**config.mk**
```make
export PLATFORM = sky130hd
export DESIGN_NAME = fog_ctrl_top
export DESIGN_NICKNAME = d
export VERILOG_FILES = /design/src/hdl/fog_pkg.sv /design/src/hdl/fog_ctrl_top.sv /design/src/hdl/fog_loop_filter.sv /design/src/hdl/fog_err_demod.sv /design/src/hdl/fog_mod_gen.sv /design/src/hdl/fog_apb_regs.sv
export SDC_FILE = /design/constraint.sdc
export NUM_CORES = 1
export LEC_CHECK = 0
export ABC_AREA = 1
export BUFFER_PORTS_ARGS = -buffer_cell sky130_fd_sc_hd__buf_2
export CORE_UTILIZATION = 50
export DETAILED_ROUTE_END_ITERATION = 8
export HOLD_SLACK_MARGIN = 0.1
export PLACE_DENSITY = 0.71
export SLEW_MARGIN = 20
export SYNTH_ARGS = -nofsm -noshare
export SYNTH_HDL_FRONTEND = slang
export SYNTH_SLANG_ARGS = --single-unit
```
**constraint.sdc**
```tcl
create_clock -name i_clk -period 4.8 [get_ports i_clk]
set_clock_uncertainty 0.2 [all_clocks]
set_input_delay 0.96 -clock i_clk [delete_from_list [all_inputs] [get_ports i_clk]]
set_output_delay 0.96 -clock i_clk [all_outputs]
set_load 0.01 [all_outputs]
```
**src/hdl/fog_pkg.sv**
```systemverilog
/*
 * fog core package
 * shared sample and word types, APB register map and demodulator states
 */
`default_nettype none

package fog_pkg;

	// widest ADC sample the demodulator accepts
	localparam int adc_max_w = 16;

	typedef logic signed [adc_max_w-1:0] adc_t;
	typedef logic signed [31:0] err_t;
	typedef logic [31:0] word_t;
	typedef logic [7:0] addr_t;

	// configuration registers
	localparam addr_t REG_CTRL     = 8'h00;
	localparam addr_t REG_HALF_PER = 8'h04;
	localparam addr_t REG_WAIT     = 8'h08;
	localparam addr_t REG_AVG_SEL  = 8'h0C;
	localparam addr_t REG_OFFSET   = 8'h10;
	localparam addr_t REG_GAIN     = 8'h14;
	localparam addr_t REG_MOD_AMP  = 8'h18;

	// read-only status
	localparam addr_t REG_ERR    = 8'h20;
	localparam addr_t REG_RATE   = 8'h24;
	localparam addr_t REG_CYCLES = 8'h28;

	// largest averaging exponent, 1024 samples
	localparam logic [3:0] avg_sel_max = 4'd10;

	typedef enum logic [3:0] {
		IDLE, WAIT_LO, SETTLE_LO, ACQ_LO,
		WAIT_HI, SETTLE_HI, ACQ_HI,
		ERR_GEN, ERR_DLY, RATE_SYNC, RAMP_SYNC, NEXT
	} demod_state_e;

endpackage

`default_nettype wire
```
**src/hdl/fog_ctrl_top.sv**
```systemverilog
/*
 * fog closed-loop controller
 * APB registers, bias modulator, error demodulator and loop filter
 */
`default_nettype none

module fog_ctrl_top #(
	parameter int ADC_BIT = 14,
	parameter int DAC_BIT = 16
) (
	input  logic                      i_clk,
	input  logic                      i_rst_n,
	input  logic                      i_psel,
	input  logic                      i_penable,
	input  logic                      i_pwrite,
	input  fog_pkg::addr_t            i_paddr,
	input  fog_pkg::word_t            i_pwdata,
	output fog_pkg::word_t            o_prdata,
	output logic                      o_pready,
	output logic                      o_pslverr,
	input  logic signed [ADC_BIT-1:0] i_adc_data,
	output logic [DAC_BIT-1:0]        o_dac_data,
	output logic                      o_mod_level,
	output logic                      o_step_sync,
	output logic                      o_step_sync_dly,
	output logic                      o_rate_sync,
	output logic                      o_ramp_sync
);
	import fog_pkg::*;

	// configuration
	logic       enable;
	logic       polarity;
	word_t      half_per;
	word_t      wait_cnt;
	logic [3:0] avg_sel;
	err_t       offset;
	logic [4:0] gain;
	word_t      mod_amp;

	// loop signals
	logic trig;
	err_t err;
	err_t rate;

	fog_apb_regs u_regs (
		.i_clk       (i_clk),
		.i_rst_n     (i_rst_n),
		.i_psel      (i_psel),
		.i_penable   (i_penable),
		.i_pwrite    (i_pwrite),
		.i_paddr     (i_paddr),
		.i_pwdata    (i_pwdata),
		.i_err       (err),
		.i_err_valid (o_step_sync),
		.i_rate      (rate),
		.o_prdata    (o_prdata),
		.o_pready    (o_pready),
		.o_pslverr   (o_pslverr),
		.o_enable    (enable),
		.o_polarity  (polarity),
		.o_half_per  (half_per),
		.o_wait_cnt  (wait_cnt),
		.o_avg_sel   (avg_sel),
		.o_offset    (offset),
		.o_gain      (gain),
		.o_mod_amp   (mod_amp)
	);

	fog_mod_gen u_mod (
		.i_clk       (i_clk),
		.i_rst_n     (i_rst_n),
		.i_enable    (enable),
		.i_half_per  (half_per),
		.o_mod_level (o_mod_level),
		.o_trig      (trig)
	);

	fog_err_demod #(
		.ADC_BIT (ADC_BIT)
	) u_demod (
		.i_clk           (i_clk),
		.i_rst_n         (i_rst_n),
		.i_enable        (enable),
		.i_polarity      (polarity),
		.i_trig          (trig),
		.i_wait_cnt      (wait_cnt),
		.i_offset        (offset),
		.i_adc_data      (i_adc_data),
		.i_avg_sel       (avg_sel),
		.o_err           (err),
		.o_step_sync     (o_step_sync),
		.o_step_sync_dly (o_step_sync_dly),
		.o_rate_sync     (o_rate_sync),
		.o_ramp_sync     (o_ramp_sync)
	);

	fog_loop_filter #(
		.DAC_BIT (DAC_BIT)
	) u_loop (
		.i_clk       (i_clk),
		.i_rst_n     (i_rst_n),
		.i_err       (err),
		.i_rate_sync (o_rate_sync),
		.i_ramp_sync (o_ramp_sync),
		.i_gain      (gain),
		.i_mod_level (o_mod_level),
		.i_mod_amp   (mod_amp),
		.i_enable    (enable),
		.o_rate      (rate),
		.o_dac_data  (o_dac_data)
	);

endmodule

`default_nettype wire

```
**src/hdl/fog_loop_filter.sv**
```systemverilog
/*
 * fog loop filter
 * integrates the error into a rate, advances the serrodyne ramp
 * phase and adds the bias amplitude to form the DAC word
 */
`default_nettype none

module fog_loop_filter #(
	parameter int DAC_BIT = 16
) (
	input  logic               i_clk,
	input  logic               i_rst_n,
	input  fog_pkg::err_t      i_err,
	input  logic               i_rate_sync,
	input  logic               i_ramp_sync,
	input  logic [4:0]         i_gain,
	input  logic               i_mod_level,
	input  fog_pkg::word_t     i_mod_amp,
	input  logic               i_enable,
	output fog_pkg::err_t      o_rate,
	output logic [DAC_BIT-1:0] o_dac_data
);
	import fog_pkg::*;

	err_t               rate_q;
	logic [DAC_BIT-1:0] phase_q;
	logic [DAC_BIT-1:0] amp;
	logic [DAC_BIT-1:0] dac_next;
	err_t               rate_step;

	assign amp       = i_mod_amp[DAC_BIT-1:0];
	assign rate_step = i_err >>> i_gain;
	assign o_rate    = rate_q;

	// bias sits symmetric around the ramp phase, wraps at DAC width
	assign dac_next = i_mod_level ? phase_q + amp : phase_q - amp;

	// rate integrator
	always_ff @(posedge i_clk or negedge i_rst_n) begin
		if (!i_rst_n) begin
			rate_q <= '0;
		end else if (!i_enable) begin
			rate_q <= '0;
		end else if (i_rate_sync) begin
			rate_q <= rate_q + rate_step;
		end
	end

	// ramp phase, low bits of the rate only
	always_ff @(posedge i_clk or negedge i_rst_n) begin
		if (!i_rst_n) begin
			phase_q <= '0;
		end else if (!i_enable) begin
			phase_q <= '0;
		end else if (i_ramp_sync) begin
			phase_q <= phase_q + rate_q[DAC_BIT-1:0];
		end
	end

	always_ff @(posedge i_clk or negedge i_rst_n) begin
		if (!i_rst_n) begin
			o_dac_data <= '0;
		end else begin
			o_dac_data <= dac_next;
		end
	end

endmodule

`default_nettype wire

```
**src/hdl/fog_err_demod.sv**
```systemverilog
/*
 * fog error demodulator
 * settles, averages each bias half and forms the signed error,
 * then issues the step, step-delayed, rate and ramp strobes
 */
`default_nettype none

module fog_err_demod #(
	parameter int ADC_BIT = 14
) (
	input  logic                      i_clk,
	input  logic                      i_rst_n,
	input  logic                      i_enable,
	input  logic                      i_polarity,
	input  logic                      i_trig,
	input  fog_pkg::word_t            i_wait_cnt,
	input  fog_pkg::err_t             i_offset,
	input  logic signed [ADC_BIT-1:0] i_adc_data,
	input  logic [3:0]                i_avg_sel,
	output fog_pkg::err_t             o_err,
	output logic                      o_step_sync,
	output logic                      o_step_sync_dly,
	output logic                      o_rate_sync,
	output logic                      o_ramp_sync
);
	import fog_pkg::*;

	demod_state_e state_q;
	demod_state_e state_d;
	logic         r_enable;
	logic         r_trig;
	adc_t         r_adc;
	word_t        settle_cnt;
	logic [10:0]  acc_cnt;
	logic [3:0]   shift_q;
	err_t         sum;
	err_t         lo_avg;
	err_t         hi_avg;
	err_t         err_q;
	logic         start_acq;
	logic         settle_done;
	logic         acc_done;

	assign start_acq   = r_trig && (state_q == WAIT_LO || state_q == WAIT_HI);
	assign settle_done = (settle_cnt == '0);
	assign acc_done    = (acc_cnt == '0);
	assign o_err       = err_q;

	always_comb begin
		state_d = state_q;
		case (state_q)
			// first boundary after enable is the rise into the high half
			IDLE:      if (r_trig) state_d = WAIT_LO;
			WAIT_LO:   if (r_trig) state_d = SETTLE_LO;
			SETTLE_LO: if (settle_done) state_d = ACQ_LO;
			ACQ_LO:    if (acc_done) state_d = WAIT_HI;
			WAIT_HI:   if (r_trig) state_d = SETTLE_HI;
			SETTLE_HI: if (settle_done) state_d = ACQ_HI;
			ACQ_HI:    if (acc_done) state_d = ERR_GEN;
			ERR_GEN:   state_d = ERR_DLY;
			ERR_DLY:   state_d = RATE_SYNC;
			RATE_SYNC: state_d = RAMP_SYNC;
			RAMP_SYNC: state_d = NEXT;
			NEXT:      state_d = WAIT_LO;
			default:   state_d = IDLE;
		endcase
		if (!r_enable) begin
			state_d = IDLE;
		end
	end

	// sample path, window length and shift are latched per acquisition
	always_ff @(posedge i_clk) begin
		r_adc <= i_adc_data;
		if (start_acq) begin
			settle_cnt <= i_wait_cnt;
			acc_cnt    <= 11'd1 << i_avg_sel;
			shift_q    <= i_avg_sel;
			sum        <= '0;
		end else if (state_q == SETTLE_LO || state_q == SETTLE_HI) begin
			if (!settle_done) begin
				settle_cnt <= settle_cnt - word_t'(1);
			end
		end else if ((state_q == ACQ_LO || state_q == ACQ_HI) && !acc_done) begin
			acc_cnt <= acc_cnt - 11'd1;
			sum     <= sum + err_t'(r_adc);
		end
		// done cycle, the window sum is complete
		if (state_q == ACQ_LO && acc_done) begin
			lo_avg <= sum >>> shift_q;
		end
		if (state_q == ACQ_HI && acc_done) begin
			hi_avg <= (sum >>> shift_q) + i_offset;
		end
	end

	always_ff @(posedge i_clk or negedge i_rst_n) begin
		if (!i_rst_n) begin
			r_enable        <= 1'b0;
			r_trig          <= 1'b0;
			state_q         <= IDLE;
			err_q           <= '0;
			o_step_sync     <= 1'b0;
			o_step_sync_dly <= 1'b0;
			o_rate_sync     <= 1'b0;
			o_ramp_sync     <= 1'b0;
		end else begin
			r_enable        <= i_enable;
			r_trig          <= i_trig;
			state_q         <= state_d;
			o_step_sync     <= r_enable && (state_q == ERR_GEN);
			o_step_sync_dly <= r_enable && (state_q == ERR_DLY);
			o_rate_sync     <= r_enable && (state_q == RATE_SYNC);
			o_ramp_sync     <= r_enable && (state_q == RAMP_SYNC);
			if (r_enable && state_q == ERR_GEN) begin
				err_q <= i_polarity ? lo_avg - hi_avg : hi_avg - lo_avg;
			end
		end
	end

	ap_strobe_onehot: assert property (@(posedge i_clk) disable iff (!i_rst_n)
		$onehot0({o_step_sync, o_step_sync_dly, o_rate_sync, o_ramp_sync}))
		else $error("demodulator strobes overlap");

	// each strobe is only ever the successor of the one before
	ap_dly_after_step: assert property (@(posedge i_clk) disable iff (!i_rst_n)
		o_step_sync_dly |-> $past(o_step_sync))
		else $error("step_sync_dly without step_sync");

	ap_rate_after_dly: assert property (@(posedge i_clk) disable iff (!i_rst_n)
		o_rate_sync |-> $past(o_step_sync_dly))
		else $error("rate_sync without step_sync_dly");

	ap_ramp_after_rate: assert property (@(posedge i_clk) disable iff (!i_rst_n)
		o_ramp_sync |-> $past(o_rate_sync))
		else $error("ramp_sync without rate_sync");

endmodule

`default_nettype wire

```
**src/hdl/fog_mod_gen.sv**
```systemverilog
/*
 * fog bias modulation generator
 * square-wave bias level with a trigger on every half-period boundary
 */
`default_nettype none

module fog_mod_gen (
	input  logic           i_clk,
	input  logic           i_rst_n,
	input  logic           i_enable,
	input  fog_pkg::word_t i_half_per,
	output logic           o_mod_level,
	output logic           o_trig
);
	import fog_pkg::*;

	word_t cnt;
	word_t half_len;
	logic  boundary;

	// half-periods below two clocks run at two
	assign half_len = (i_half_per < word_t'(2)) ? word_t'(2) : i_half_per;

	// >= so a shorter half_per written mid-count still ends the period
	assign boundary = (cnt >= half_len - word_t'(1));

	always_ff @(posedge i_clk or negedge i_rst_n) begin
		if (!i_rst_n) begin
			cnt         <= '0;
			o_mod_level <= 1'b0;
			o_trig      <= 1'b0;
		end else if (!i_enable) begin
			cnt         <= '0;
			o_mod_level <= 1'b0;
			o_trig      <= 1'b0;
		end else begin
			o_trig <= boundary;
			if (boundary) begin
				cnt         <= '0;
				o_mod_level <= ~o_mod_level;
			end else begin
				cnt <= cnt + word_t'(1);
			end
		end
	end

	ap_trig_single: assert property (@(posedge i_clk) disable iff (!i_rst_n)
		o_trig |=> !o_trig)
		else $error("modulation trigger longer than one cycle");

endmodule

`default_nettype wire

```
**src/hdl/fog_apb_regs.sv**
```systemverilog
/*
 * fog APB register slave
 * holds loop configuration and exposes error, rate and cycle count
 */
`default_nettype none

module fog_apb_regs (
	input  logic           i_clk,
	input  logic           i_rst_n,
	input  logic           i_psel,
	input  logic           i_penable,
	input  logic           i_pwrite,
	input  fog_pkg::addr_t i_paddr,
	input  fog_pkg::word_t i_pwdata,
	input  fog_pkg::err_t  i_err,
	input  logic           i_err_valid,
	input  fog_pkg::err_t  i_rate,
	output fog_pkg::word_t o_prdata,
	output logic           o_pready,
	output logic           o_pslverr,
	output logic           o_enable,
	output logic           o_polarity,
	output fog_pkg::word_t o_half_per,
	output fog_pkg::word_t o_wait_cnt,
	output logic [3:0]     o_avg_sel,
	output fog_pkg::err_t  o_offset,
	output logic [4:0]     o_gain,
	output fog_pkg::word_t o_mod_amp
);
	import fog_pkg::*;

	logic  access;
	logic  addr_hit;
	logic  read_only;
	logic  wr_en;
	word_t rd_data;
	err_t  err_snap;
	word_t cycles;

	assign access = i_psel & i_penable;

	// address decode and read mux
	always_comb begin
		addr_hit  = 1'b1;
		read_only = 1'b0;
		rd_data   = '0;
		case (i_paddr)
			REG_CTRL:     rd_data = {30'd0, o_polarity, o_enable};
			REG_HALF_PER: rd_data = o_half_per;
			REG_WAIT:     rd_data = o_wait_cnt;
			REG_AVG_SEL:  rd_data = {28'd0, o_avg_sel};
			REG_OFFSET:   rd_data = word_t'(o_offset);
			REG_GAIN:     rd_data = {27'd0, o_gain};
			REG_MOD_AMP:  rd_data = o_mod_amp;
			REG_ERR: begin
				rd_data   = word_t'(err_snap);
				read_only = 1'b1;
			end
			REG_RATE: begin
				rd_data   = word_t'(i_rate);
				read_only = 1'b1;
			end
			REG_CYCLES: begin
				rd_data   = cycles;
				read_only = 1'b1;
			end
			default: addr_hit = 1'b0;
		endcase
	end

	assign wr_en     = access & i_pwrite & addr_hit & ~read_only;
	assign o_prdata  = access ? rd_data : '0;
	assign o_pready  = 1'b1;
	assign o_pslverr = access & (~addr_hit | (i_pwrite & read_only));

	always_ff @(posedge i_clk or negedge i_rst_n) begin
		if (!i_rst_n) begin
			o_enable   <= 1'b0;
			o_polarity <= 1'b0;
			o_half_per <= '0;
			o_wait_cnt <= '0;
			o_avg_sel  <= '0;
			o_offset   <= '0;
			o_gain     <= '0;
			o_mod_amp  <= '0;
		end else if (wr_en) begin
			case (i_paddr)
				REG_CTRL: begin
					o_enable   <= i_pwdata[0];
					o_polarity <= i_pwdata[1];
				end
				REG_HALF_PER: o_half_per <= i_pwdata;
				REG_WAIT:     o_wait_cnt <= i_pwdata;
				// anything past 1024 samples saturates
				REG_AVG_SEL:  o_avg_sel <= (i_pwdata > word_t'(avg_sel_max)) ?
					avg_sel_max : i_pwdata[3:0];
				REG_OFFSET:   o_offset <= err_t'(i_pwdata);
				REG_GAIN:     o_gain <= i_pwdata[4:0];
				REG_MOD_AMP:  o_mod_amp <= i_pwdata;
				default: ;
			endcase
		end
	end

	// error snapshot and a cycle count that restarts with each enable
	always_ff @(posedge i_clk or negedge i_rst_n) begin
		if (!i_rst_n) begin
			err_snap <= '0;
			cycles   <= '0;
		end else begin
			if (i_err_valid) begin
				err_snap <= i_err;
			end
			if (!o_enable) begin
				cycles <= '0;
			end else if (i_err_valid) begin
				cycles <= cycles + word_t'(1);
			end
		end
	end

endmodule

`default_nettype wire

```
==> metrics <==
most frequent cells in the layout=sky130_fd_sc_hd__nand2_1 (1673), sky130_fd_sc_hd__inv_1 (708), sky130_fd_sc_hd__o21ai_0 (506); starting utilization of the core area=approximately 51%; cell type contributing the most total cell area after synthesis=sky130_fd_sc_hd__dfrtp_1; Total Die Area=slightly below 80000 µm²; CTS Root Cell=sky130_fd_sc_hd__clkbuf_16; largest cells by area after synthesis=sky130_fd_sc_hd__dfrtp_1 (23%), sky130_fd_sc_hd__nand2_1 (17%), sky130_fd_sc_hd__edfxtp_1 (8.8%); Post-synth EDFFs=between 100 and 150; Data required, critical path=between 5 and 6 ns; depth of the CTS H-tree=2; synthesized instance count=about 5500; post-DR wirelength/cell=approximately 20 µm; Post-CTS Hold Buffers=0; overall track demand over capacity in global routing=about a third; post-detailed-route count of antenna-violating nets=0; Synth async-reset ratio=a little under 70%; sum of net half-perimeters after detailed placement=roughly 110 mm; final number of setup-violating endpoints=0; remaining routing DRC violations=0; TritonCTS Sinks=500; clock tree from TritonCTS=yes; final max-slew violation count=0; total of flip-flops plus latches after synthesis=500; die width=around 280 µm; arrival time worst endpoint=4.76 ns; ordered list of cells on the worst path=nor2_1 > nand2_1 > nand3b_1 > nor2_1 > nor2_1 > inv_1 > ha_1 > nand2_1 > nor2_2 > nand2_2 > nor2_4 > nand2_2 > nor4_2 > xor2_1 > ha_1 > nand2_1 > nor2_1 > nand2_1 > nor3_1 > nand4_1 > nand4_1 > buf_12 > nor2_1; Worst Hold Slack=between 0.15 and 0.2 ns; clock-pin slew on the worst setup and hold paths=about 0.06 ns; number of fill cells in the layout=7397; core area=roughly 75000 µm²; area overhead of the layout relative to synthesis=9.26%; startpoint of the most critical register-to-register path=u_regs.o_half_per[8]$_DFFE_PN0P_; via count of the first global-routing pass=approximately 35000; minimum clock period after layout=4.44 ns; row count=100; post-cts sizing count=0; most frequent cell on the critical path=sky130_fd_sc_hd__nor2_1; category of the critical setup timing path=reg2reg; maximum ir drop on the vdd rail=around 260 µV; RSZ-0062 raised after global routing=false; mean post-synth cell area=around 6.8 µm²; Crit path largest cell delay=approximately 0.47 ns; slowest stage cell, crit path=sky130_fd_sc_hd__dfrtp_1; pre-CTS setup slack=around 0.41 ns; crit-path max FO=32; number of cell instances on the worst register-to-register path=23; largest net degree at the start of global routing=around 110; antenna violations before repair=1; Post-Syn Nets=roughly 5800; insertion delay to the later sink of the worst-skew pair=0.67 ns; class of the tightest hold or removal check=in2async; final setup slack of the worst path=~0.36 ns; remaining global-route overflow=0; maximum buffer depth of the clock tree=3; number of setup buffers added after CTS=0; Worst slew margin=38.4%; number of maximum-capacitance constraint violations=0; crit end category=flip-flop; final worst path period share=between 90% and 100%; leakage=between 20 and 25 nW; weighted congestion at the end of routability-driven global placement=1.05; antenna diode instance count=0; first-pass GRT wire length=between 200 and 250 mm; Starting DRT DRC Count=between 4000 and 5000; start point of the critical path=u_regs.o_half_per[8]$_DFFE_PN0P_; f_max=225 MHz; via count of the routed design=between 30000 and 40000; Synth warnings=0; final layout net count=5900; most common cell after layout, fill and taps aside=sky130_fd_sc_hd__nand2_1; setup TNS=0 ns; Worst Tran Pin Value=slightly above 0.9 ns; num ports=114; proportion of layout cells with a drive suffix above 1=6.55%; Total Wirelength=approximately 140 mm; area fraction of the dominant cell type after synthesis=between 20 and 25%; R2R Setup Slk=approximately 0.36 ns; endpoint of the lowest-slack register-to-register path=u_mod.cnt[17]$_DFF_PN0_; Initial DRT Pass Iterations=6; final hold violation count=0; ys flop type=sky130_fd_sc_hd__dfrtp_1; clock buffer count from CTS=57; sequential cell area fraction in the yosys report=about a third; power density relative to cell area=~220 nW/µm²; height of the chip=277 µm; Synth cell types=between 60 and 70; detailed-route vias per instance=roughly 5.7; result of the run=finished clean; count of input and output buffers=112; synthesized cell area=around 38000 µm²; crit path launch type=flip-flop
[per-stage QoR]
stage	util, %	cell area, µm²	std cells	total power, mW
floorplan	-	37900	5539	4.57
global placement	52.9	39500	6521	4.76
detailed placement	52.9	39500	6521	4.76
CTS	55.4	41400	6629	9.28
global route	55.4	41400	6629	9.48
finish	55.4	41400	6629	9.25
[worst max path at each step]
stage               cells after the start                 endpoint  slack, ns
floorplan                              23  u_mod.cnt[25]$_DFF_PN0_       1.11
global placement                       12             o_prdata[13]       0.55
detailed placement                     26  u_mod.cnt[29]$_DFF_PN0_       0.41
CTS                                    26  u_mod.cnt[17]$_DFF_PN0_       0.38
global route                           26  u_mod.cnt[26]$_DFF_PN0_       0.03
finish                                 23  u_mod.cnt[17]$_DFF_PN0_       0.36
[area by class of cell]
class                           instances  area (µm²)  share of cell area (%)
Inverter                              734        2760                    6.66
Clock inverter                         40         438                    1.06
Clock buffer                           68        1500                    3.62
Timing Repair Buffer                  168        1040                    2.51
Tap cell                              969        1210                    2.93
Multi-Input combinational cell       4150       21600                    52.2
Sequential cell                       500       12800                    31.0
[kinds of logic after synthesis]
group	synth area share, %
AO/OA/AOI/OAI	15.4
XOR/XNOR	4.21
adder cells (fa/ha/maj)	7.73
buffers and inverters	9.13
flip-flops	33.9
multiplexers	0.766
other	0.00989
AND/OR/NAND/NOR	28.9
[power breakdown]
part	switching, mW	total, mW	internal, mW	leakage (nW)
combinational	0.254	0.347	0.0927	13.4
clock	1.99	4.57	2.58	0.921
sequential	0.00654	4.34	4.33	6.15
[critical path, delay by kind of cell, from the launching register on]
kind	cells	cell delay (ns)
adder cells (fa/ha/maj)	2	0.49
XOR/XNOR	1	0.10
AND/OR/NAND/NOR	18	2.71
flip-flops	1	0.47
buffers and inverters	2	0.29
[cell usage after synthesis (18+ instances only)]
cell	instances
sky130_fd_sc_hd__nand2_1	1673
sky130_fd_sc_hd__inv_1	708
sky130_fd_sc_hd__o21ai_0	506
sky130_fd_sc_hd__nor2_1	445
sky130_fd_sc_hd__dfrtp_1	343
sky130_fd_sc_hd__a21oi_1	317
sky130_fd_sc_hd__nand3_1	275
sky130_fd_sc_hd__ha_1	223
sky130_fd_sc_hd__edfxtp_1	111
sky130_fd_sc_hd__xor2_1	105
sky130_fd_sc_hd__nor3_1	77
sky130_fd_sc_hd__xnor2_1	77
sky130_fd_sc_hd__clkbuf_1	73
sky130_fd_sc_hd__o22ai_1	56
sky130_fd_sc_hd__buf_2	55
sky130_fd_sc_hd__dfxtp_1	46
sky130_fd_sc_hd__nand4_1	44
sky130_fd_sc_hd__o21ai_1	37
sky130_fd_sc_hd__a31oi_1	29
sky130_fd_sc_hd__mux2i_1	29
sky130_fd_sc_hd__o21bai_1	26
sky130_fd_sc_hd__nor4_1	23
sky130_fd_sc_hd__nor2_2	22
sky130_fd_sc_hd__o211ai_1	22
sky130_fd_sc_hd__a21o_1	18
[routing by layer]
metal | global-route usage (%) | wire length [µm] | part of all wire [%]
met1 | 47.6 | 57800 | 43
met2 | 53.3 | 58200 | 43
met3 | 5.79 | 12100 | 9.0
met4 | 15.9 | 6860 | 5.1
met5 | 0 | 13 | 0.0096
No activity file was read; power rests on OpenSTA's default activity.
